===== src/source/fe_config.svh =====
`ifndef FE_CONFIG_SVH
`define FE_CONFIG_SVH

// Width of an instruction word and of a fetch address
`define FE_XLEN 32

// Number of fetch words the buffer holds by default
`define FE_IBUF_DEPTH 4

// ADDI x0,x0,0
`define FE_NOP 32'h0000_0013

`endif

===== src/source/rv_isa_pkg.sv =====
package rv_isa_pkg;

    // One 16-bit parcel of the instruction stream
    typedef logic [15:0] half_t;

    // Compressed immediate format, used by C.ADDI and C.LI
    typedef struct packed {
        logic [2:0] funct3;
        logic       imm5;
        logic [4:0] rd;
        logic [4:0] imm4_0;
        logic [1:0] op;
    } rvc_ci_t;

    // Compressed register format, used by C.MV and C.ADD
    typedef struct packed {
        logic [3:0] funct4;
        logic [4:0] rd;
        logic [4:0] rs2;
        logic [1:0] op;
    } rvc_cr_t;

    // The same parcel seen through either format
    typedef union packed {
        rvc_ci_t ci;
        rvc_cr_t cr;
    } rvc_word_u;

    // Compressed quadrants and the function codes decoded in them
    localparam logic [1:0] RVC_Q1     = 2'b01;
    localparam logic [1:0] RVC_Q2     = 2'b10;
    localparam logic [2:0] RVC_F3_ADDI = 3'b000;
    localparam logic [2:0] RVC_F3_LI   = 3'b010;
    localparam logic [3:0] RVC_F4_MV   = 4'b1000;
    localparam logic [3:0] RVC_F4_ADD  = 4'b1001;

    // Major opcodes of the 32-bit forms produced by expansion
    localparam logic [6:0] OPC_OP_IMM = 7'b0010011;
    localparam logic [6:0] OPC_OP     = 7'b0110011;

endpackage : rv_isa_pkg


===== src/source/fe_pkg.sv =====
`include "fe_config.svh"

package fe_pkg;

    // A fetch word together with its word-aligned address
    typedef struct packed {
        logic [`FE_XLEN-1:0] addr;
        logic [`FE_XLEN-1:0] word;
    } fetch_entry_t;

    // Upper half of a word kept back for the next alignment decision
    typedef struct packed {
        logic                present;
        logic [`FE_XLEN-1:0] addr;
        rv_isa_pkg::half_t   half;
    } pending_half_t;

endpackage : fe_pkg


===== src/source/fetch_if.sv =====
`timescale 1ns/1ps

interface fetch_if;

    // Oldest buffered fetch word that stays valid while empty is low
    fe_pkg::fetch_entry_t head;
    logic                 empty;

    // Pops the head at the next rising edge
    logic                 read;

    modport provider (
        output head,
        output empty,
        input  read
    );

    modport consumer (
        input  head,
        input  empty,
        output read
    );

endinterface : fetch_if


===== src/source/front_end_top.sv =====
`timescale 1ns/1ps

`include "fe_config.svh"

module front_end_top (
    input  logic                clk_i,
    input  logic                rst_n_i,
    input  logic                flush_i,
    input  logic                fetch_valid_i,
    input  logic [`FE_XLEN-1:0] fetch_word_i,
    input  logic [`FE_XLEN-1:0] fetch_addr_i,
    output logic                fetch_ready_o,
    output logic                instr_valid_o,
    output logic                instr_compressed_o,
    output logic                illegal_o,
    output logic [`FE_XLEN-1:0] instr_o,
    output logic [`FE_XLEN-1:0] instr_pc_o
);

    fetch_if buf_if ();

    fe_pkg::fetch_entry_t wr_entry;
    logic                 buf_full;
    rv_isa_pkg::half_t    rvc_half;
    logic [`FE_XLEN-1:0]  rvc_instr;
    logic                 rvc_illegal;

    assign wr_entry      = '{addr: fetch_addr_i, word: fetch_word_i};
    assign fetch_ready_o = !buf_full;

    // A word offered in the flush cycle is dropped with the rest
    fetch_buffer #(
        .DEPTH (`FE_IBUF_DEPTH)
    ) u_fetch_buffer (
        .clk_i      (clk_i),
        .rst_n_i    (rst_n_i),
        .flush_i    (flush_i),
        .wr_en_i    (fetch_valid_i && !flush_i),
        .wr_entry_i (wr_entry),
        .full_o     (buf_full),
        .buf_if     (buf_if)
    );

    instr_aligner u_instr_aligner (
        .clk_i              (clk_i),
        .rst_n_i            (rst_n_i),
        .flush_i            (flush_i),
        .buf_if             (buf_if),
        .rvc_half_o         (rvc_half),
        .rvc_instr_i        (rvc_instr),
        .rvc_illegal_i      (rvc_illegal),
        .instr_valid_o      (instr_valid_o),
        .instr_compressed_o (instr_compressed_o),
        .illegal_o          (illegal_o),
        .instr_o            (instr_o),
        .instr_pc_o         (instr_pc_o)
    );

    rvc_expander u_rvc_expander (
        .half_i    (rvc_half),
        .instr_o   (rvc_instr),
        .illegal_o (rvc_illegal)
    );

endmodule : front_end_top


===== src/source/instr_aligner.sv =====
`timescale 1ns/1ps

`include "fe_config.svh"

module instr_aligner (
    input  logic                clk_i,
    input  logic                rst_n_i,
    input  logic                flush_i,
    fetch_if.consumer           buf_if,
    output rv_isa_pkg::half_t   rvc_half_o,
    input  logic [`FE_XLEN-1:0] rvc_instr_i,
    input  logic                rvc_illegal_i,
    output logic                instr_valid_o,
    output logic                instr_compressed_o,
    output logic                illegal_o,
    output logic [`FE_XLEN-1:0] instr_o,
    output logic [`FE_XLEN-1:0] instr_pc_o
);

    fe_pkg::fetch_entry_t  head;
    fe_pkg::pending_half_t pend_q;
    fe_pkg::pending_half_t pend_d;
    fe_pkg::pending_half_t upper_save;

    logic                pend_rvc;
    logic                head_rvc;
    logic                emit;
    logic                is_rvc;
    logic                rd_en;
    logic [`FE_XLEN-1:0] nxt_instr;
    logic [`FE_XLEN-1:0] nxt_pc;

    assign head = buf_if.head;

    // A parcel is compressed unless its two low bits are both set
    assign pend_rvc = (pend_q.half[1:0] != 2'b11);
    assign head_rvc = (head.word[1:0] != 2'b11);

    // What remains of the head word once its lower half is consumed
    assign upper_save = '{present: 1'b1, addr: head.addr + 'd2, half: head.word[31:16]};

    // The expander always sees the parcel that starts the next instruction
    assign rvc_half_o  = pend_q.present ? pend_q.half : head.word[15:0];
    assign buf_if.read = rd_en;

    //======================================================================
    // Alignment decision
    //======================================================================

    always_comb begin
        emit      = 1'b0;
        is_rvc    = 1'b0;
        rd_en     = 1'b0;
        nxt_instr = head.word;
        nxt_pc    = head.addr;
        pend_d    = pend_q;

        if (!flush_i) begin
            if (pend_q.present && pend_rvc) begin
                // Saved compressed parcel goes out on its own without a new word
                emit           = 1'b1;
                is_rvc         = 1'b1;
                nxt_instr      = rvc_instr_i;
                nxt_pc         = pend_q.addr;
                pend_d.present = 1'b0;
            end else if (pend_q.present && !buf_if.empty) begin
                // Instruction crosses the word boundary
                emit      = 1'b1;
                rd_en     = 1'b1;
                nxt_instr = {head.word[15:0], pend_q.half};
                nxt_pc    = pend_q.addr;
                pend_d    = upper_save;
            end else if (!pend_q.present && !buf_if.empty) begin
                emit  = 1'b1;
                rd_en = 1'b1;
                if (head_rvc) begin
                    is_rvc    = 1'b1;
                    nxt_instr = rvc_instr_i;
                    pend_d    = upper_save;
                end
            end
        end
    end

    //======================================================================
    // Saved half and output stage
    //======================================================================

    always_ff @(posedge clk_i) begin
        if (!rst_n_i) begin
            pend_q             <= '0;
            instr_valid_o      <= 1'b0;
            instr_compressed_o <= 1'b0;
            illegal_o          <= 1'b0;
            instr_o            <= `FE_NOP;
            instr_pc_o         <= '0;
        end else if (flush_i) begin
            pend_q.present     <= 1'b0;
            instr_valid_o      <= 1'b0;
            instr_compressed_o <= 1'b0;
            illegal_o          <= 1'b0;
        end else begin
            pend_q             <= pend_d;
            instr_valid_o      <= emit;
            instr_compressed_o <= emit && is_rvc;
            illegal_o          <= emit && is_rvc && rvc_illegal_i;
            if (emit) begin
                instr_o    <= nxt_instr;
                instr_pc_o <= nxt_pc;
            end
        end
    end

endmodule : instr_aligner


===== src/source/rvc_expander.sv =====
`timescale 1ns/1ps

`include "fe_config.svh"

module rvc_expander (
    input  rv_isa_pkg::half_t   half_i,
    output logic [`FE_XLEN-1:0] instr_o,
    output logic                illegal_o
);

    rv_isa_pkg::rvc_word_u cw;
    logic [11:0]           imm12;

    assign cw = half_i;

    // Six-bit CI immediate sign-extended from bit 12 of the parcel
    assign imm12 = {{6{cw.ci.imm5}}, cw.ci.imm5, cw.ci.imm4_0};

    always_comb begin
        instr_o   = `FE_NOP;
        illegal_o = 1'b1;

        if (cw.ci.op == rv_isa_pkg::RVC_Q1) begin
            case (cw.ci.funct3)
                rv_isa_pkg::RVC_F3_ADDI: begin
                    // rd = 0 with a zero immediate is C.NOP and lands on the same NOP
                    instr_o   = {imm12, cw.ci.rd, 3'b000, cw.ci.rd, rv_isa_pkg::OPC_OP_IMM};
                    illegal_o = 1'b0;
                end
                rv_isa_pkg::RVC_F3_LI: begin
                    instr_o   = {imm12, 5'd0, 3'b000, cw.ci.rd, rv_isa_pkg::OPC_OP_IMM};
                    illegal_o = 1'b0;
                end
                default: begin
                    instr_o   = `FE_NOP;
                    illegal_o = 1'b1;
                end
            endcase
        end else if (cw.cr.op == rv_isa_pkg::RVC_Q2 && cw.cr.rs2 != 5'd0) begin
            // With rs2 = 0 these encodings are C.JR, C.JALR or C.EBREAK
            case (cw.cr.funct4)
                rv_isa_pkg::RVC_F4_MV: begin
                    instr_o   = {7'b0, cw.cr.rs2, 5'd0, 3'b000, cw.cr.rd, rv_isa_pkg::OPC_OP};
                    illegal_o = 1'b0;
                end
                rv_isa_pkg::RVC_F4_ADD: begin
                    instr_o   = {7'b0, cw.cr.rs2, cw.cr.rd, 3'b000, cw.cr.rd, rv_isa_pkg::OPC_OP};
                    illegal_o = 1'b0;
                end
                default: begin
                    instr_o   = `FE_NOP;
                    illegal_o = 1'b1;
                end
            endcase
        end
    end

endmodule : rvc_expander


===== src/source/fetch_buffer.sv =====
`timescale 1ns/1ps

`include "fe_config.svh"

module fetch_buffer #(
    parameter int DEPTH = `FE_IBUF_DEPTH
) (
    input  logic                 clk_i,
    input  logic                 rst_n_i,
    input  logic                 flush_i,
    input  logic                 wr_en_i,
    input  fe_pkg::fetch_entry_t wr_entry_i,
    output logic                 full_o,
    fetch_if.provider            buf_if
);

    localparam int PTR_W = $clog2(DEPTH);

    fe_pkg::fetch_entry_t mem [DEPTH];

    logic [PTR_W-1:0] wr_ptr;
    logic [PTR_W-1:0] rd_ptr;
    logic [PTR_W:0]   count;
    logic             do_wr;
    logic             do_rd;

    assign do_wr = wr_en_i && !full_o;
    assign do_rd = buf_if.read && !buf_if.empty;

    assign full_o       = (count == (PTR_W+1)'(DEPTH));
    assign buf_if.empty = (count == '0);
    assign buf_if.head  = mem[rd_ptr];

    always_ff @(posedge clk_i) begin
        if (do_wr) begin
            mem[wr_ptr] <= wr_entry_i;
        end
    end

    // Pointers wrap explicitly so that any depth works
    always_ff @(posedge clk_i) begin
        if (!rst_n_i || flush_i) begin
            wr_ptr <= '0;
            rd_ptr <= '0;
            count  <= '0;
        end else begin
            if (do_wr) begin
                wr_ptr <= (wr_ptr == PTR_W'(DEPTH - 1)) ? '0 : wr_ptr + 1'b1;
            end
            if (do_rd) begin
                rd_ptr <= (rd_ptr == PTR_W'(DEPTH - 1)) ? '0 : rd_ptr + 1'b1;
            end
            case ({do_wr, do_rd})
                2'b10:   count <= count + 1'b1;
                2'b01:   count <= count - 1'b1;
                default: count <= count;
            endcase
        end
    end

endmodule : fetch_buffer


===== config.mk =====
export PLATFORM = sky130hd
export DESIGN_NAME = front_end_top
export DESIGN_NICKNAME = d
export VERILOG_FILES = /design/src/source/rv_isa_pkg.sv /design/src/source/fe_pkg.sv /design/src/source/fetch_if.sv /design/src/source/front_end_top.sv /design/src/source/instr_aligner.sv /design/src/source/rvc_expander.sv /design/src/source/fetch_buffer.sv
export VERILOG_INCLUDE_DIRS = /design/src /design/src/source
export SDC_FILE = /design/constraint.sdc
export NUM_CORES = 1
export LEC_CHECK = 0
export BUFFER_PORTS_ARGS = -buffer_cell sky130_fd_sc_hd__buf_2
export CORE_MARGIN = 4
export CORE_UTILIZATION = 30
export CTS_CLUSTER_SIZE = 10
export DETAILED_ROUTE_END_ITERATION = 10
export MAX_ROUTING_LAYER = met4
export SLEW_MARGIN = 20
export SYNTH_ARGS = -nofsm -noshare
export SYNTH_HDL_FRONTEND = slang
export SYNTH_HIERARCHICAL = 1
export SYNTH_SLANG_ARGS = --single-unit

===== constraint.sdc =====
create_clock -name clk_i -period 4.3 [get_ports clk_i]
set_clock_uncertainty 0.05 [all_clocks]
set_input_delay 0.215 -clock clk_i [delete_from_list [all_inputs] [get_ports clk_i]]
set_output_delay 0.215 -clock clk_i [all_outputs]
set_load 0.01 [all_outputs]

==> impl_metrics.json <==
{
  "crit_fanout": 23,
  "tightestPinTransition_ps": 1130,
  "final-seq-area_sq_um": 10200,
  "yosysSeqAreaShare_pct": 64.0,
  "slew-limit-headroom_pct": 24.7,
  "grt_pass1_vias": 10500,
  "synth_top_family_by_area": "multiplexers",
  "pwr-share-comb_pct": 5.6,
  "power.net_switching_uw": 1680,
  "vias": 10400,
  "avgRoutedWirePerCell_microns": 20.1,
  "grt_usage_pct": 14.8,
  "area_delta_synth_final_pct": 20.8,
  "num_rows": 84,
  "drc_errors": 0,
  "switching_share_pct": 21.6,
  "regToRegSetupSlack_ps": 760,
  "post-dp-hpwl_mm": 27.4,
  "vias_per_cell": 5.03,
  "synth.largest_area_cell": "edfxtp_1",
  "antenna_found_initial": 0,
  "synth_seq_cells": 381,
  "synthTopCellsByArea": "edfxtp_1, dfxtp_1, mux4_2, nand2_1, mux2_2",
  "crit_path_end_kind": "register",
  "rsz0062_at_grt": "false",
  "cts.clk_slew.worst_paths_ps": 60,
  "synthFlopType": "edfxtp_1",
  "leakagePower_uw": 0.00658,
  "post-cts-setup-buffers": 0,
  "fillers": 5073,
  "path_class": "register to register",
  "syn-cell-area_sq_um": 15900,
  "critPathLaunchType": "register",
  "ir_drop_mv": 0.296,
  "period_minus_slack_ps": 3540,
  "synth.top_cell.area_share_pct": 48.3,
  "max_freq_ghz": 0.282,
  "core-area_sq_um": 52600,
  "drt-total-wl_mm": 41.6,
  "powerDensity_nw_per_um2": 406,
  "place_congestion": 0.815,
  "cts_hold_buf": 64,
  "ant_nets": 0,
  "fin_nets": 1420,
  "ioPinCount": 136,
  "grt_max_degree": 71,
  "dr.pass1.iters": 5,
  "layout-drive-gt1-share_pct": 25.3,
  "fin_util_pct": 36.6,
  "multi_input_area_sq_um": 5240,
  "start_util_pct": 30.3,
  "synthArstFlopShare_pct": 0,
  "clkPwrFrac_pct": 43.0,
  "overflow": 0,
  "seqPwrFrac_pct": 51.4,
  "cp_data_arrival_time_ps": 3890,
  "status": "completed",
  "numPortBuffers": 135,
  "worstPathRequired_ps": 4650,
  "initialDrtViolationCount": 855,
  "cts_buffer_depth": 3,
  "synth_cells": 1154,
  "maxCapViolations": 0,
  "grt_pass1_wl_mm": 64.0,
  "die_x_microns": 238,
  "synthAdderAreaFrac_pct": 0.676,
  "cts.htree.levels": 2,
  "dieHeight_microns": 238,
  "clk_latency_ps": 540,
  "clock_tree.root_cell": "clkbuf_16",
  "die_area_sq_um": 56800,
  "tns_ps": 0,
  "setup-violations-final": 0,
  "cts_resized": 0,
  "hold_viol": 0,
  "slew_viol_final": 0,
  "internal-power_uw": 6120,
  "timing.final.crit_share_pct": 82.3,
  "numCtsBuffers": 44,
  "hp-class": "input pin to register",
  "synth-edff-count": 256,
  "synthSimpleGateAreaFrac_pct": 9.62,
  "synth_warnings": 6,
  "synth.avg_cell_area_sq_um": 13.8,
  "cts.sinks": 381,
  "synth-xor-area-share_pct": 0.826,
  "synthDistinctLibCells": 62,
  "synth_mux_area_share_pct": 11.9,
  "synth_compound_area_share_pct": 9.47,
  "cts_tree": "done"
}
flip-flops by register name (all words and copies together) (netlist names), named ones only:
name                                flops
u_instr_aligner/instr_o                32
u_instr_aligner/instr_valid_o           1
u_fetch_buffer/rd_ptr                   2
u_fetch_buffer/count                    3
u_fetch_buffer/wr_ptr                   2
u_instr_aligner/illegal_o               1
u_instr_aligner/instr_pc_o             32
u_instr_aligner/pend_q                 49
u_instr_aligner/instr_compressed_o      1
u_fetch_buffer/mem                    256
per-layer routing:
metal	global-route usage [%]	vias to the layer above	routed length, microns
met5	-	-	0
met2	25.5	301	21600
met4	2.97	0	580
li1	-	4837	-
met3	2.21	44	2040
met1	18.8	5210	17400
placed cells by master, fill, tap and decap left out, types with 4 or more instances in the layout:
master         instances
a211oi_1              11
a21boi_0               5
a21boi_1               4
a21oi_1               53
a221oi_1              24
a311oi_1              32
a31oi_1               13
and2_1                 5
and3_1                30
and4_1                 5
buf_2                135
buf_4                 31
clkbuf_1              31
clkbuf_16             45
conb_1                 9
dfxtp_1              123
dlygate4sd3_1         64
edfxtp_1             256
ha_1                   7
inv_1                 17
mux2_2                40
mux4_2                64
nand2_1              129
nand3_1                9
nand4_1                8
nor2_1                58
nor2b_1                4
nor3_1                 7
nor4_1                 9
o21ai_0               51
o31ai_1               15
o32ai_1                6
or4_1                 13
xnor2_1               12
worst paths after layout:
path                                                               from                                 endpoint  cells past startpoint
worst min register to register  u_instr_aligner/pend_q[18]$_SDFFE_PN0P_  u_instr_aligner/pend_q[18]$_SDFFE_PN0P_                      2
worst min-delay path                                      fetch_valid_i    u_fetch_buffer/wr_ptr[0]$_SDFFE_PP0P_                      4
worst max register to register                                 register  u_instr_aligner/instr_o[9]$_SDFFE_PN0P_                      8
worst max-delay path                                           register  u_instr_aligner/instr_o[9]$_SDFFE_PN0P_                      8
cell usage after synthesis, types with 3 or more instances:
cell type	n
edfxtp_1	256
nand2_1	129
dfxtp_1	125
mux4_2	64
nor2_1	59
clkbuf_1	55
a21oi_1	54
o21ai_0	51
mux2_2	40
a311oi_1	32
and3_1	31
a221oi_1	24
buf_4	21
inv_1	17
o31ai_1	15
a31oi_1	13
or4_1	13
xnor2_1	12
a211oi_1	11
buf_2	10
nand3_1	9
nor4_1	9
nand4_1	8
ha_1	7
nor3_1	7
o32ai_1	6
a21boi_0	5
and2_1	5
and4_1	5
buf_1	5
a21boi_1	4
and3_2	4
nor2b_1	4
buf_6	3
nor3b_1	3
or3_1	3
xor2_1	3
through the flow:
step / hold WS [ps] / instance area [sq um] / total power, uW / setup slack [ps] / cells
global placement: 378 / 17300 / 4460 / 849 / 1920
global route: 60.6 / 19200 / 8110 / 605 / 2065
detailed placement: 384 / 17300 / 4470 / 781 / 1920
CTS: 20.5 / 19200 / 7890 / 761 / 2063
finish: 51.7 / 19200 / 7800 / 759 / 2066
floorplan: 243 / 15900 / 4310 / 1110 / 1161
power by group through the flow:
stage	sequential [uW]	clock (uW)	combinational, uW
final	4010	3350	435
after global routing	4020	3610	478
after CTS	4010	3440	439
after detailed placement	4090	0	384
after global placement	4090	0	375
after floorplan	4090	0	218
logic make-up (layout without fill, tap and decap cells):
group	count (synthesis)	count (layout)
muxes	104	104
adders and majority gates	8	8
DFF	381	381
xor gates and xnor gates	15	15
and+or+nand+nor	307	307
buffers and inverters	113	329
AOI/OAI and AO/OA	224	224
other	2	10
critical path: stages (launching register included):
cell,delay [ps]
dfxtp_4,690
mux4_2,610
mux2_2,290
or4_4,560
o211ai_2,330
a21boi_0,180
mux2_2,290
a221oi_1,300
a21oi_1,110
final cells by class:
type,instances,area share [%]
antenna,1,0.0130
clock buffer,76,6.46
clock inverter,3,0.124
inverter,18,0.351
multi-input combinational,667,27.2
sequential,381,53.0
tap,688,4.48
timing repair buffer,232,8.30
No activity file was read; power rests on OpenSTA's default activity.
